--- config.mk ---
export PLATFORM = sky130hd
export DESIGN_NAME = bridge_top
export DESIGN_NICKNAME = d
export VERILOG_FILES = /design/src/bridge_pkg.sv /design/src/mailbox_if.sv /design/src/bridge_top.sv /design/src/host_reg_decoder.sv /design/src/mailbox_slot.sv /design/src/obi_slave_bridge.sv
export VERILOG_INCLUDE_DIRS = /design/src
export SDC_FILE = /design/constraint.sdc
export NUM_CORES = 1
export LEC_CHECK = 0
export BUFFER_PORTS_ARGS = -buffer_cell sky130_fd_sc_hd__buf_2
export CAP_MARGIN = 20
export CORE_MARGIN = 8
export CORE_UTILIZATION = 55
export DETAILED_ROUTE_END_ITERATION = 10
export GPL_TIMING_DRIVEN = 0
export PLACE_DENSITY_LB_ADDON = 0.3
export REMOVE_ABC_BUFFERS = 1
export SLEW_MARGIN = 20
export SYNTH_ARGS = -nofsm -noshare
export SYNTH_HDL_FRONTEND = slang
export SYNTH_SLANG_ARGS = --single-unit
export TNS_END_PERCENT = 30
--- constraint.sdc ---
create_clock -name heep_clk -period 3.5 [get_ports heep_clk]
set_input_delay 0.525 -clock heep_clk [delete_from_list [all_inputs] [get_ports heep_clk]]
set_output_delay 0.525 -clock heep_clk [all_outputs]
set_load 0.01 [all_outputs]
--- src/bridge_cfg.svh ---
// mailbox bridge constants
`ifndef BRIDGE_CFG_SVH
`define BRIDGE_CFG_SVH

// ----------------------------------------
// widths
// ----------------------------------------
// payload and bus data width
`define BRIDGE_WORD_W       32
// one enable per data byte
`define BRIDGE_BE_W         4
`define BRIDGE_BUS_ADDR_W   32
// four host registers
`define BRIDGE_HOST_ADDR_W  2

// instruction slot and section address slot
`define BRIDGE_NUM_SLOTS    2

// ----------------------------------------
// host register numbers
// ----------------------------------------
`define REG_INSTR           2'd0
`define REG_SECTION_ADDR    2'd1
`define REG_STATUS          2'd2
`define REG_RESULT          2'd3

// ----------------------------------------
// bus word offsets, addr[3:2]
// ----------------------------------------
`define OFS_INSTR           2'd0
`define OFS_SECTION_ADDR    2'd1
`define OFS_STATUS          2'd2
`define OFS_RESULT          2'd3

// slot indices
`define SLOT_INSTR          0
`define SLOT_SECTION_ADDR   1

`endif

--- src/bridge_pkg.sv ---
// mailbox bridge types
`include "bridge_cfg.svh"

package bridge_pkg;

  // ----------------------------------------
  // data path
  // ----------------------------------------
  // one payload or bus word
  typedef logic [`BRIDGE_WORD_W-1:0] word_t;

  // byte enables, bit n covers data[8n+7:8n]
  typedef logic [`BRIDGE_BE_W-1:0] be_t;

  // ----------------------------------------
  // addressing
  // ----------------------------------------
  // host register number
  typedef logic [`BRIDGE_HOST_ADDR_W-1:0] host_addr_t;

  // full byte address from the core
  typedef logic [`BRIDGE_BUS_ADDR_W-1:0] bus_addr_t;

  // ----------------------------------------
  // status
  // ----------------------------------------
  // one flag per slot, also the core status word before zero extension
  typedef logic [`BRIDGE_NUM_SLOTS-1:0] slot_valid_t;

  // host status byte
  // bit 0 instr valid, bit 1 section addr valid, bit 2 result pending
  typedef struct packed {
    logic [4:0] reserved;
    logic       result_pending;
    logic       addr_valid;
    logic       instr_valid;
  } host_status_t;

endpackage

--- src/mailbox_if.sv ---
// single mailbox slot link
`timescale 1ns/100ps

interface mailbox_if;

  // written by the host side
  logic              load;
  bridge_pkg::word_t load_data;
  // consumed by the bus side
  logic              take;
  // slot contents
  logic              valid;
  bridge_pkg::word_t data;

  // host side fills the slot
  modport loader (
    output load,
    output load_data,
    input  valid,
    input  data
  );

  // core side empties the slot
  modport drainer (
    output take,
    input  valid,
    input  data
  );

  // the storage itself
  modport slot (
    input  load,
    input  load_data,
    input  take,
    output valid,
    output data
  );

endinterface

--- src/bridge_top.sv ---
// host to core command mailbox
`timescale 1ns/100ps
`include "bridge_cfg.svh"

module bridge_top (
  input  logic                   heep_clk,
  input  logic                   rst_instr_valid_to_regs,
  // host register port
  input  bridge_pkg::host_addr_t host_addr_i,
  input  bridge_pkg::word_t      host_wdata_i,
  input  logic                   host_wr_i,
  input  logic                   host_rd_i,
  output bridge_pkg::word_t      host_rdata_o,
  // obi slave port toward the core
  input  logic                   obi_req_i,
  input  logic                   obi_we_i,
  input  bridge_pkg::be_t        obi_be_i,
  input  bridge_pkg::bus_addr_t  obi_addr_i,
  input  bridge_pkg::word_t      obi_wdata_i,
  output logic                   obi_gnt_o,
  output logic                   obi_rvalid_o,
  output bridge_pkg::word_t      obi_rdata_o
);

  // result path from bus to host side
  logic              result_we;
  bridge_pkg::word_t result_wdata;
  bridge_pkg::be_t   result_be;

  // one link per slot
  mailbox_if slot_if [0:`BRIDGE_NUM_SLOTS-1] ();

  // ----------------------------------------
  // host side
  // ----------------------------------------
  host_reg_decoder u_host_reg_decoder (
    .heep_clk                (heep_clk),
    .rst_instr_valid_to_regs (rst_instr_valid_to_regs),
    .host_addr_i             (host_addr_i),
    .host_wdata_i            (host_wdata_i),
    .host_wr_i               (host_wr_i),
    .host_rd_i               (host_rd_i),
    .host_rdata_o            (host_rdata_o),
    .slots                   (slot_if),
    .result_we_i             (result_we),
    .result_wdata_i          (result_wdata),
    .result_be_i             (result_be)
  );

  // ----------------------------------------
  // mailbox slots
  // ----------------------------------------
  // slot 0 instruction, slot 1 section address
  for (genvar i = 0; i < `BRIDGE_NUM_SLOTS; i++) begin : g_slot
    mailbox_slot u_mailbox_slot (
      .heep_clk                (heep_clk),
      .rst_instr_valid_to_regs (rst_instr_valid_to_regs),
      .slot                    (slot_if[i])
    );
  end

  // ----------------------------------------
  // core side
  // ----------------------------------------
  obi_slave_bridge u_obi_slave_bridge (
    .heep_clk                (heep_clk),
    .rst_instr_valid_to_regs (rst_instr_valid_to_regs),
    .obi_req_i               (obi_req_i),
    .obi_we_i                (obi_we_i),
    .obi_be_i                (obi_be_i),
    .obi_addr_i              (obi_addr_i),
    .obi_wdata_i             (obi_wdata_i),
    .obi_gnt_o               (obi_gnt_o),
    .obi_rvalid_o            (obi_rvalid_o),
    .obi_rdata_o             (obi_rdata_o),
    .slots                   (slot_if),
    .result_we_o             (result_we),
    .result_wdata_o          (result_wdata),
    .result_be_o             (result_be)
  );

endmodule

--- src/host_reg_decoder.sv ---
// host register decoder
`timescale 1ns/100ps
`include "bridge_cfg.svh"

module host_reg_decoder (
  input  logic                   heep_clk,
  input  logic                   rst_instr_valid_to_regs,
  // host register port
  input  bridge_pkg::host_addr_t host_addr_i,
  input  bridge_pkg::word_t      host_wdata_i,
  input  logic                   host_wr_i,
  input  logic                   host_rd_i,
  output bridge_pkg::word_t      host_rdata_o,
  // mailbox slots, filled from here
  mailbox_if.loader              slots [0:`BRIDGE_NUM_SLOTS-1],
  // result writes coming from the core
  input  logic                   result_we_i,
  input  bridge_pkg::word_t      result_wdata_i,
  input  bridge_pkg::be_t        result_be_i
);

  bridge_pkg::slot_valid_t  load_vec;
  bridge_pkg::slot_valid_t  slot_valid;
  bridge_pkg::word_t        slot_data [0:`BRIDGE_NUM_SLOTS-1];
  bridge_pkg::word_t        result_q;
  logic                     result_pending_q;
  logic                     result_rd;
  bridge_pkg::host_status_t host_status;

  // ----------------------------------------
  // slot loading
  // ----------------------------------------
  // status and result registers are read only from the host
  always_comb begin
    load_vec = '0;
    if (host_wr_i) begin
      load_vec[`SLOT_INSTR]        = (host_addr_i == `REG_INSTR);
      load_vec[`SLOT_SECTION_ADDR] = (host_addr_i == `REG_SECTION_ADDR);
    end
  end

  // every slot sees the same write data
  for (genvar i = 0; i < `BRIDGE_NUM_SLOTS; i++) begin : g_slot
    assign slots[i].load      = load_vec[i];
    assign slots[i].load_data = host_wdata_i;
    assign slot_valid[i]      = slots[i].valid;
    assign slot_data[i]       = slots[i].data;
  end

  // ----------------------------------------
  // result register
  // ----------------------------------------
  // bytewise merge, unselected bytes keep the old result
  always_ff @(posedge heep_clk) begin
    if (!rst_instr_valid_to_regs) begin
      result_q <= '0;
    end else if (result_we_i) begin
      for (int b = 0; b < `BRIDGE_BE_W; b++) begin
        if (result_be_i[b]) begin
          result_q[b*8 +: 8] <= result_wdata_i[b*8 +: 8];
        end
      end
    end
  end

  assign result_rd = host_rd_i && (host_addr_i == `REG_RESULT);

  // a new result beats a host read in the same cycle
  always_ff @(posedge heep_clk) begin
    if (!rst_instr_valid_to_regs) begin
      result_pending_q <= 1'b0;
    end else if (result_we_i) begin
      result_pending_q <= 1'b1;
    end else if (result_rd) begin
      result_pending_q <= 1'b0;
    end
  end

  // ----------------------------------------
  // host read path
  // ----------------------------------------
  always_comb begin
    host_status                = '0;
    host_status.instr_valid    = slot_valid[`SLOT_INSTR];
    host_status.addr_valid     = slot_valid[`SLOT_SECTION_ADDR];
    host_status.result_pending = result_pending_q;
  end

  // purely combinational from the address
  always_comb begin
    case (host_addr_i)
      `REG_INSTR:        host_rdata_o = slot_data[`SLOT_INSTR];
      `REG_SECTION_ADDR: host_rdata_o = slot_data[`SLOT_SECTION_ADDR];
      `REG_STATUS:       host_rdata_o = bridge_pkg::word_t'(host_status);
      `REG_RESULT:       host_rdata_o = result_q;
      default:           host_rdata_o = '0;
    endcase
  end

  // a slot flag comes up only after a host write to a slot register
  a_load_needs_host_wr : assert property (
    @(posedge heep_clk) disable iff (!rst_instr_valid_to_regs)
    (|(slot_valid & ~$past(slot_valid))) |->
      $past(host_wr_i) && ($past(host_addr_i) inside {`REG_INSTR, `REG_SECTION_ADDR})
  ) else $error("slot load without a host write");

endmodule

--- src/mailbox_slot.sv ---
// mailbox slot storage
`timescale 1ns/100ps

module mailbox_slot (
  input logic     heep_clk,
  input logic     rst_instr_valid_to_regs,
  mailbox_if.slot slot
);

  logic              valid_q;
  bridge_pkg::word_t data_q;

  // ----------------------------------------
  // valid flag
  // ----------------------------------------
  // load beats take, so a same cycle refill stays valid
  always_ff @(posedge heep_clk) begin
    if (!rst_instr_valid_to_regs) begin
      valid_q <= 1'b0;
    end else if (slot.load) begin
      valid_q <= 1'b1;
    end else if (slot.take) begin
      valid_q <= 1'b0;
    end
  end

  // payload, overwritten on every load
  // take leaves the word in place
  always_ff @(posedge heep_clk) begin
    if (slot.load) begin
      data_q <= slot.load_data;
    end
  end

  assign slot.valid = valid_q;
  assign slot.data  = data_q;

  // ----------------------------------------
  // checks
  // ----------------------------------------
  // flag only comes up from a host load
  a_valid_rise_needs_load : assert property (
    @(posedge heep_clk) disable iff (!rst_instr_valid_to_regs)
    $rose(slot.valid) |-> $past(slot.load)
  ) else $error("slot valid rose without a load");

  // a bus take never disturbs the payload
  a_data_held_without_load : assert property (
    @(posedge heep_clk) disable iff (!rst_instr_valid_to_regs)
    !$past(slot.load) |-> $stable(slot.data)
  ) else $error("slot data changed without a load");

endmodule

--- src/obi_slave_bridge.sv ---
// obi slave side of the mailbox
`timescale 1ns/100ps
`include "bridge_cfg.svh"

module obi_slave_bridge (
  input  logic                  heep_clk,
  input  logic                  rst_instr_valid_to_regs,
  // obi slave port
  input  logic                  obi_req_i,
  input  logic                  obi_we_i,
  input  bridge_pkg::be_t       obi_be_i,
  input  bridge_pkg::bus_addr_t obi_addr_i,
  input  bridge_pkg::word_t     obi_wdata_i,
  output logic                  obi_gnt_o,
  output logic                  obi_rvalid_o,
  output bridge_pkg::word_t     obi_rdata_o,
  // mailbox slots, drained from here
  mailbox_if.drainer            slots [0:`BRIDGE_NUM_SLOTS-1],
  // result write toward the host side
  output logic                  result_we_o,
  output bridge_pkg::word_t     result_wdata_o,
  output bridge_pkg::be_t       result_be_o
);

  logic [1:0]              word_ofs;
  logic                    rd_req;
  logic                    wr_req;
  bridge_pkg::slot_valid_t take_vec;
  bridge_pkg::slot_valid_t slot_valid;
  bridge_pkg::word_t       slot_data [0:`BRIDGE_NUM_SLOTS-1];
  bridge_pkg::word_t       rdata_d;
  bridge_pkg::word_t       rdata_q;
  logic                    rvalid_q;

  // ----------------------------------------
  // request decode
  // ----------------------------------------
  // no backpressure, every request is granted at once
  assign obi_gnt_o = obi_req_i;

  // word select only, upper address bits are don't care
  assign word_ofs = obi_addr_i[3:2];
  assign rd_req   = obi_req_i && !obi_we_i;
  assign wr_req   = obi_req_i && obi_we_i;

  // reading a slot register consumes it in the grant cycle
  always_comb begin
    take_vec = '0;
    if (rd_req) begin
      take_vec[`SLOT_INSTR]        = (word_ofs == `OFS_INSTR);
      take_vec[`SLOT_SECTION_ADDR] = (word_ofs == `OFS_SECTION_ADDR);
    end
  end

  for (genvar i = 0; i < `BRIDGE_NUM_SLOTS; i++) begin : g_slot
    assign slots[i].take = take_vec[i];
    assign slot_valid[i] = slots[i].valid;
    assign slot_data[i]  = slots[i].data;
  end

  // result register accepts byte writes only at its own offset
  assign result_we_o    = wr_req && (word_ofs == `OFS_RESULT);
  assign result_wdata_o = obi_wdata_i;
  assign result_be_o    = obi_be_i;

  // ----------------------------------------
  // read data
  // ----------------------------------------
  // payload is sampled before the take clears the flag
  // result reads back as zero on this side
  always_comb begin
    rdata_d = '0;
    if (rd_req) begin
      case (word_ofs)
        `OFS_INSTR:        rdata_d = slot_data[`SLOT_INSTR];
        `OFS_SECTION_ADDR: rdata_d = slot_data[`SLOT_SECTION_ADDR];
        `OFS_STATUS:       rdata_d = bridge_pkg::word_t'(slot_valid);
        default:           rdata_d = '0;
      endcase
    end
  end

  // one cycle response, writes get an rvalid too
  always_ff @(posedge heep_clk) begin
    if (!rst_instr_valid_to_regs) begin
      rvalid_q <= 1'b0;
    end else begin
      rvalid_q <= obi_req_i;
    end
  end

  always_ff @(posedge heep_clk) begin
    if (obi_req_i) begin
      rdata_q <= rdata_d;
    end
  end

  assign obi_rvalid_o = rvalid_q;
  assign obi_rdata_o  = rdata_q;

  // response strictly one cycle after the request
  a_rvalid_after_req : assert property (
    @(posedge heep_clk) disable iff (!rst_instr_valid_to_regs)
    obi_rvalid_o |-> $past(obi_req_i)
  ) else $error("rvalid without a request in the previous cycle");

endmodule

==> Yosys cells after proc, flatten, opt, wreduce, memory -nomap -nowiden <==
Index checks and enable logic that the tools add are counted.
{ "totals": {"ff_bits": 132, "in_bits": 108, "out_inout_bits": 66, "wordCells": 41} }
{ "op_classes": {"eq_ne": 6, "muxes": 10, "n_reduce_logical": 14} }
{ "ops": {"columns": ["cell", "count"], "rows": [
  ["one-hot mux 32 bit (4 select lines)", 1],
  ["one-hot mux 32 bit (3 select lines)", 1],
  ["equality test 2 bit (second input constant)", 4],
  ["AND reduction 2 bit", 4],
  ["two-way mux 1 bit", 6],
  ["nonzero test 2 bit", 3],
  ["equality test 2 x 1 -> 1 bit (second input constant)", 2],
  ["logical AND 1 bit", 4],
  ["zero test 2 bit", 2],
  ["two-way mux 2 bit", 2],
  ["zero test 1 bit", 1]
]} }

==> Logic depth before layout (Yosys ltp) <==
{ "depth": {"word_depth": 5, "mapped_depth": 5, "depth_no_buf": 3} }

==> Modules after synthesis <==
Synthesis repeated with hierarchy kept, for this count alone.
{ "unflattened": {"hier_cells": 475, "hier_area_um2": 6381.1} }
{ "modules_own_cells": {"columns": ["mod", "instances", "cells_each", "area_each_um2", "seq_area_each_um2"], "rows": [
  ["host_reg_decoder", 1, 286, 2672.6, 660.6],
  ["mailbox_slot", 2, 35, 1002.2, 980.9],
  ["obi_slave_bridge", 1, 119, 1704.1, 980.9]
]} }

==> Least setup slack after synthesis <==
OpenSTA, ideal clock, no wires.
{ "synth_path": {"path_kind": "input-to-reg", "from": "input port host_addr_i[0]", "to": "register g_slot[0].u_mailbox_slot.data_q[0], enable pin", "arrival_time_ns": 1.871, "required_time_ns": 3.107, "setup_slack_ns": 1.236, "cell_stages": 4, "n_path_buf": 2, "cell_sequence": "buf_2 nor2_1 buf_2 and2_1"} }
{ "synth_between": {"elab_chain_len": 2} }
{ "synth_lines": {"columns": ["element", "line_no", "text"], "rows": [
  ["from (decl)", "bridge_top.sv:9", "input bridge_pkg::host_addr_t host_addr_i,"],
  ["zero test 2 bit", null, null],
  ["two-way mux 2 bit", "host_reg_decoder.sv:36", "if (host_wr_i) begin"],
  ["via g_slot[0].u_mailbox_slot.slot.load", "mailbox_if.sv:32", "input load,"],
  ["to (signal assigned)", "mailbox_slot.sv:31", "data_q <= slot.load_data;"],
  ["to (decl)", "mailbox_slot.sv:11", "bridge_pkg::word_t data_q;"]
]} }
The timed path passes the listed nets, and every way through them passes these cells.
A chain may end at the register's enable or synchronous reset.

==> Worst setup path in the final report <==
{ "layout_path": {"from": "input port host_addr_i[1]", "to": "output port host_rdata_o[31]"} }
{ "layout_between": {"elab_chain_len": 2, "word_cells_on_any_way": 5, "classes_between": "eq/ne (3); mux (1); reduce/logical (1)"} }
{ "layout_lines": {"columns": ["element", "line_no", "text"], "rows": [
  ["equality test 2 bit, or another cell as far along", "host_reg_decoder.sv:91", "case (host_addr_i)"],
  ["one-hot mux 32 bit (4 select lines) (*)", "host_reg_decoder.sv:91", null],
  ["to (decl)", "bridge_top.sv:13", "output bridge_pkg::word_t host_rdata_o,"]
]} }
Every way passes the cells marked *; elsewhere a longest branch is shown, timed or not.

==> out/qor.csv <==
stage,metric,value,unit
power,Logic pwr share,8.0,%
clock_tree,"Setup Fix Bufs, Post-CTS",0,
power,worst vdd ir,0.000304,V
sta,Final min period,2.68,ns
cells_and_area,post-layout util,70.8,%
global_routing,busiest layer in global routing,met2,
routing,DRC viols,0,
global_routing,met3 Use GR,7.14,%
worst_setup_path,crit path buf inv count,3,
placement,post-detail-place hpwl,8690,um
sta,clock skew,0.00842,ns
clock_tree,root buf cell,clkbuf_8,
power,leakage power,3.02,nW
placement,GP Congestion,0.733,
die,initial core utilization,56.2,%
sta,RSZ-0062 raised after global routing,false,
worst_setup_path,arrival time of the worst setup path,2.16,ns
die,I/O pin count,174,
routing,Via density,5.49,
power,clock network power share,43.1,%
worst_setup_path,Max Fanout on Critical Path,35,
routing,Routed WL per cell,20.1,um
routing,Routed WL,13300,um
worst_setup_path,critical-path cell list,"buf_2, nor2_4, buf_16, a22o_1, buf_2",
synthesis,Mapped Cells,373,
clock_tree,total number of H-tree levels,4,
global_routing,number of global-route vias before repair,4031,
global_routing,GRT overflow,0,
cells_and_area,Syn-to-layout area delta,26.0,%
global_routing,GRT Util Overall,20.4,%
clock_tree,hold buffers post-CTS,0,
synthesis,share of the synthesized area in the top cell type,52.7,%
die,die height,116,um
routing,vias post-DR,3621,
global_routing,pin count of the biggest net entering global routing,71,
outcome,status,completed,
worst_setup_path,Worst Setup Start Kind,primary input,
cells_and_area,layout cells sized above 1,36.1,%
worst_setup_path,Crit Path Class,in2out,
routing,number of routed nets with antenna violations,0,
synthesis,Synth area leaders,"edfxtp_1 (53%), dfxtp_1 (13%), a22o_1 (9.4%)",
placement,Placed Area,6370,sq um
sta,Final Cycle Share,76.6,%
synthesis,Synth warnings,0,
global_routing,GRT met2 Usage,33.7,%
clock_tree,Sinks on Clock Net,132,
synthesis,cell taking the most area after synthesis,edfxtp_1,
cells_and_area,fin area,6890,sq um
die,core area,9730,sq um
synthesis,sequential-to-total area share from yosys stat,65.9,%
synthesis,Post-Syn Area per Cell,14.7,sq um
global_routing,initial antenna violation count,0,
clock_tree,Worst-Skew Late Latency,0.51,ns
worst_setup_path,"CP delay by family, top",buffers and inverters,
clock_tree,Clock transition at path regs,0.06,ns
power,Switching Share,22.2,%
sta,Rel. slew slack,34.9,%
clock_tree,cts bufs inserted,17,
placement,IO buf count,143,
global_routing,first-pass GRT wire length,20400,um
sta,measured slew at the worst slew-check pin,0.977,ns
cells_and_area,Ant. Diodes,0,
worst_setup_path,Worst setup EP type,primary output,
clock_tree,CTS tree,yes,
power,switching power,0.802,mW
worst_setup_path,CP required,2.97,ns
clock_tree,CTS resizes,0,
worst_setup_path,Slowest cell on crit path,buf_2,
die,Die Width,116,um
sta,final setup violation count,0,
synthesis,Syn Std Cell Area,5470,sq um
worst_setup_path,Crit path top cell by count,buf_2,
sta,Final Max Tran Viols,0,
power,PwrDens,525,nW/um^2
synthesis,post-synth cell types,24,
clock_tree,Clock Path Buffers,2,
min_path,Tightest Hold Check Type,in2reg,
die,die area,13400,sq um
cells_and_area,fin nets,622,
global_routing,grt met1 use,24.0,%
power,sequential power share,48.9,%
die,Rows,36,
sta,Fin. Hold Viols,0,
routing,First-pass DRT Iterations,4,
power,P_int,2.82,mW
routing,1st-iter DRT viols,237,
sta,fmax,373,MHz
run,max-cap viol count,0,
worst_setup_path,Critical Path Max Stage Delay,0.71,ns
synthesis,Synth Register Bits,132,
flip-flops by register name, indices dropped and copies added (netlist names):
name	cells
u_host_reg_decoder.result_q	32
u_obi_slave_bridge.obi_rdata_o	32
u_obi_slave_bridge.obi_rvalid_o	1
u_host_reg_decoder.result_pending_q	1
g_slot.u_mailbox_slot.slot.valid	2
g_slot.u_mailbox_slot.slot.data	64
path summary, 6_finish.rpt:
kind	startpoint	endpoint	slack, ns	depth (start not counted)
worst max-delay path	host_addr_i[1]	host_rdata_o[31]	0.82	5
worst min-delay path	host_wdata_i[30]	g_slot[1].u_mailbox_slot.slot.data[30]	0.19	1
worst max register to register	g_slot[0].u_mailbox_slot.slot.data[0]	u_obi_slave_bridge.obi_rdata_o[0]	2.49	3
worst min register to register	u_host_reg_decoder.result_q[31]	u_host_reg_decoder.result_q[31]	0.46	2
power groups by stage:
stage          combinational [mW]  sequential [mW]  clock [mW]
6_report                    0.289             1.77        1.56
5_1_grt                     0.313             1.77        1.66
4_1_cts                     0.293             1.77        1.58
3_5_place_dp                0.292             1.80           0
3_3_place_gp                0.271             1.80           0
2_1_floorplan               0.109             1.80           0
cells in the final DEF (no fill, tap or decap), drive strengths merged, types with 2 or more instances in the layout:
master and n:
edfxtp 96, mux2 29, nand2 70, and3b 3, and2 2, o21ai 2
o2bb2ai 2, a22o 59, dfxtp 36, mux2i 34, mux4 3, clkbuf 20
clkinv 8, buf 150, clkinvlp 3, nand3b 2
cell usage after synthesis, drive strengths merged:
library cell and n:
and2 2, clkbuf 11, a21oi 1, nand2 70, mux4 3, mux2 29
and4bb 1, buf 17, nor2 1, nor4b 1, o2bb2ai 2, o21ai 2
nor2b 1, mux2i 34, and4 1, nand3b 2, dfxtp 36, a22o 59
edfxtp 96, and3b 3, nand3 1
layout make-up:
cell class	count	area, sq um
Multi-Input combinational cell	213	1740
Clock buffer	20	435
Tap cell	133	166
Sequential cell	132	3600
Clock inverter	12	90.1
Fill cell	712	2840
Timing Repair Buffer	150	862
worst register-to-register path, delay by kind of cell (launching register included):
family / cells / cell delay (ns)
compound gates: 1 / 0.08
mux: 1 / 0.13
simple gates: 1 / 0.16
flops: 1 / 0.39
cells by family (layout without fill, tap and decap cells):
logic type / count (synthesis) / count (layout) / synth area share [%]
DFF: 132 / 132 / 65.9
and+or+nand+nor: 83 / 83 / 7.92
muxes: 66 / 66 / 13.4
buffers and inverters: 28 / 182 / 2.72
AOI/OAI and AO/OA: 64 / 64 / 10.0
per-stage QoR:
step	std cells	hold WS, ns	setup WS, ns	setup TNS [ns]	total power [mW]
final	660	0.191	0.819	0	3.62
after global routing	660	0.166	0.729	0	3.75
after CTS	660	0.176	0.788	0	3.65
after detailed placement	628	0.453	0.691	0	2.09
after global placement	621	0.443	-1.46	-92.92	2.07
after floorplan	345	0.435	0.664	0	1.91
routing by layer:
layer | up-vias | wire [um]
li1 | 1702 | -
met1 | 1749 | 5380
met2 | 149 | 6620
met3 | 21 | 1100
met4 | 0 | 186
met5 | - | 0
No activity file was read; power rests on OpenSTA's default activity.
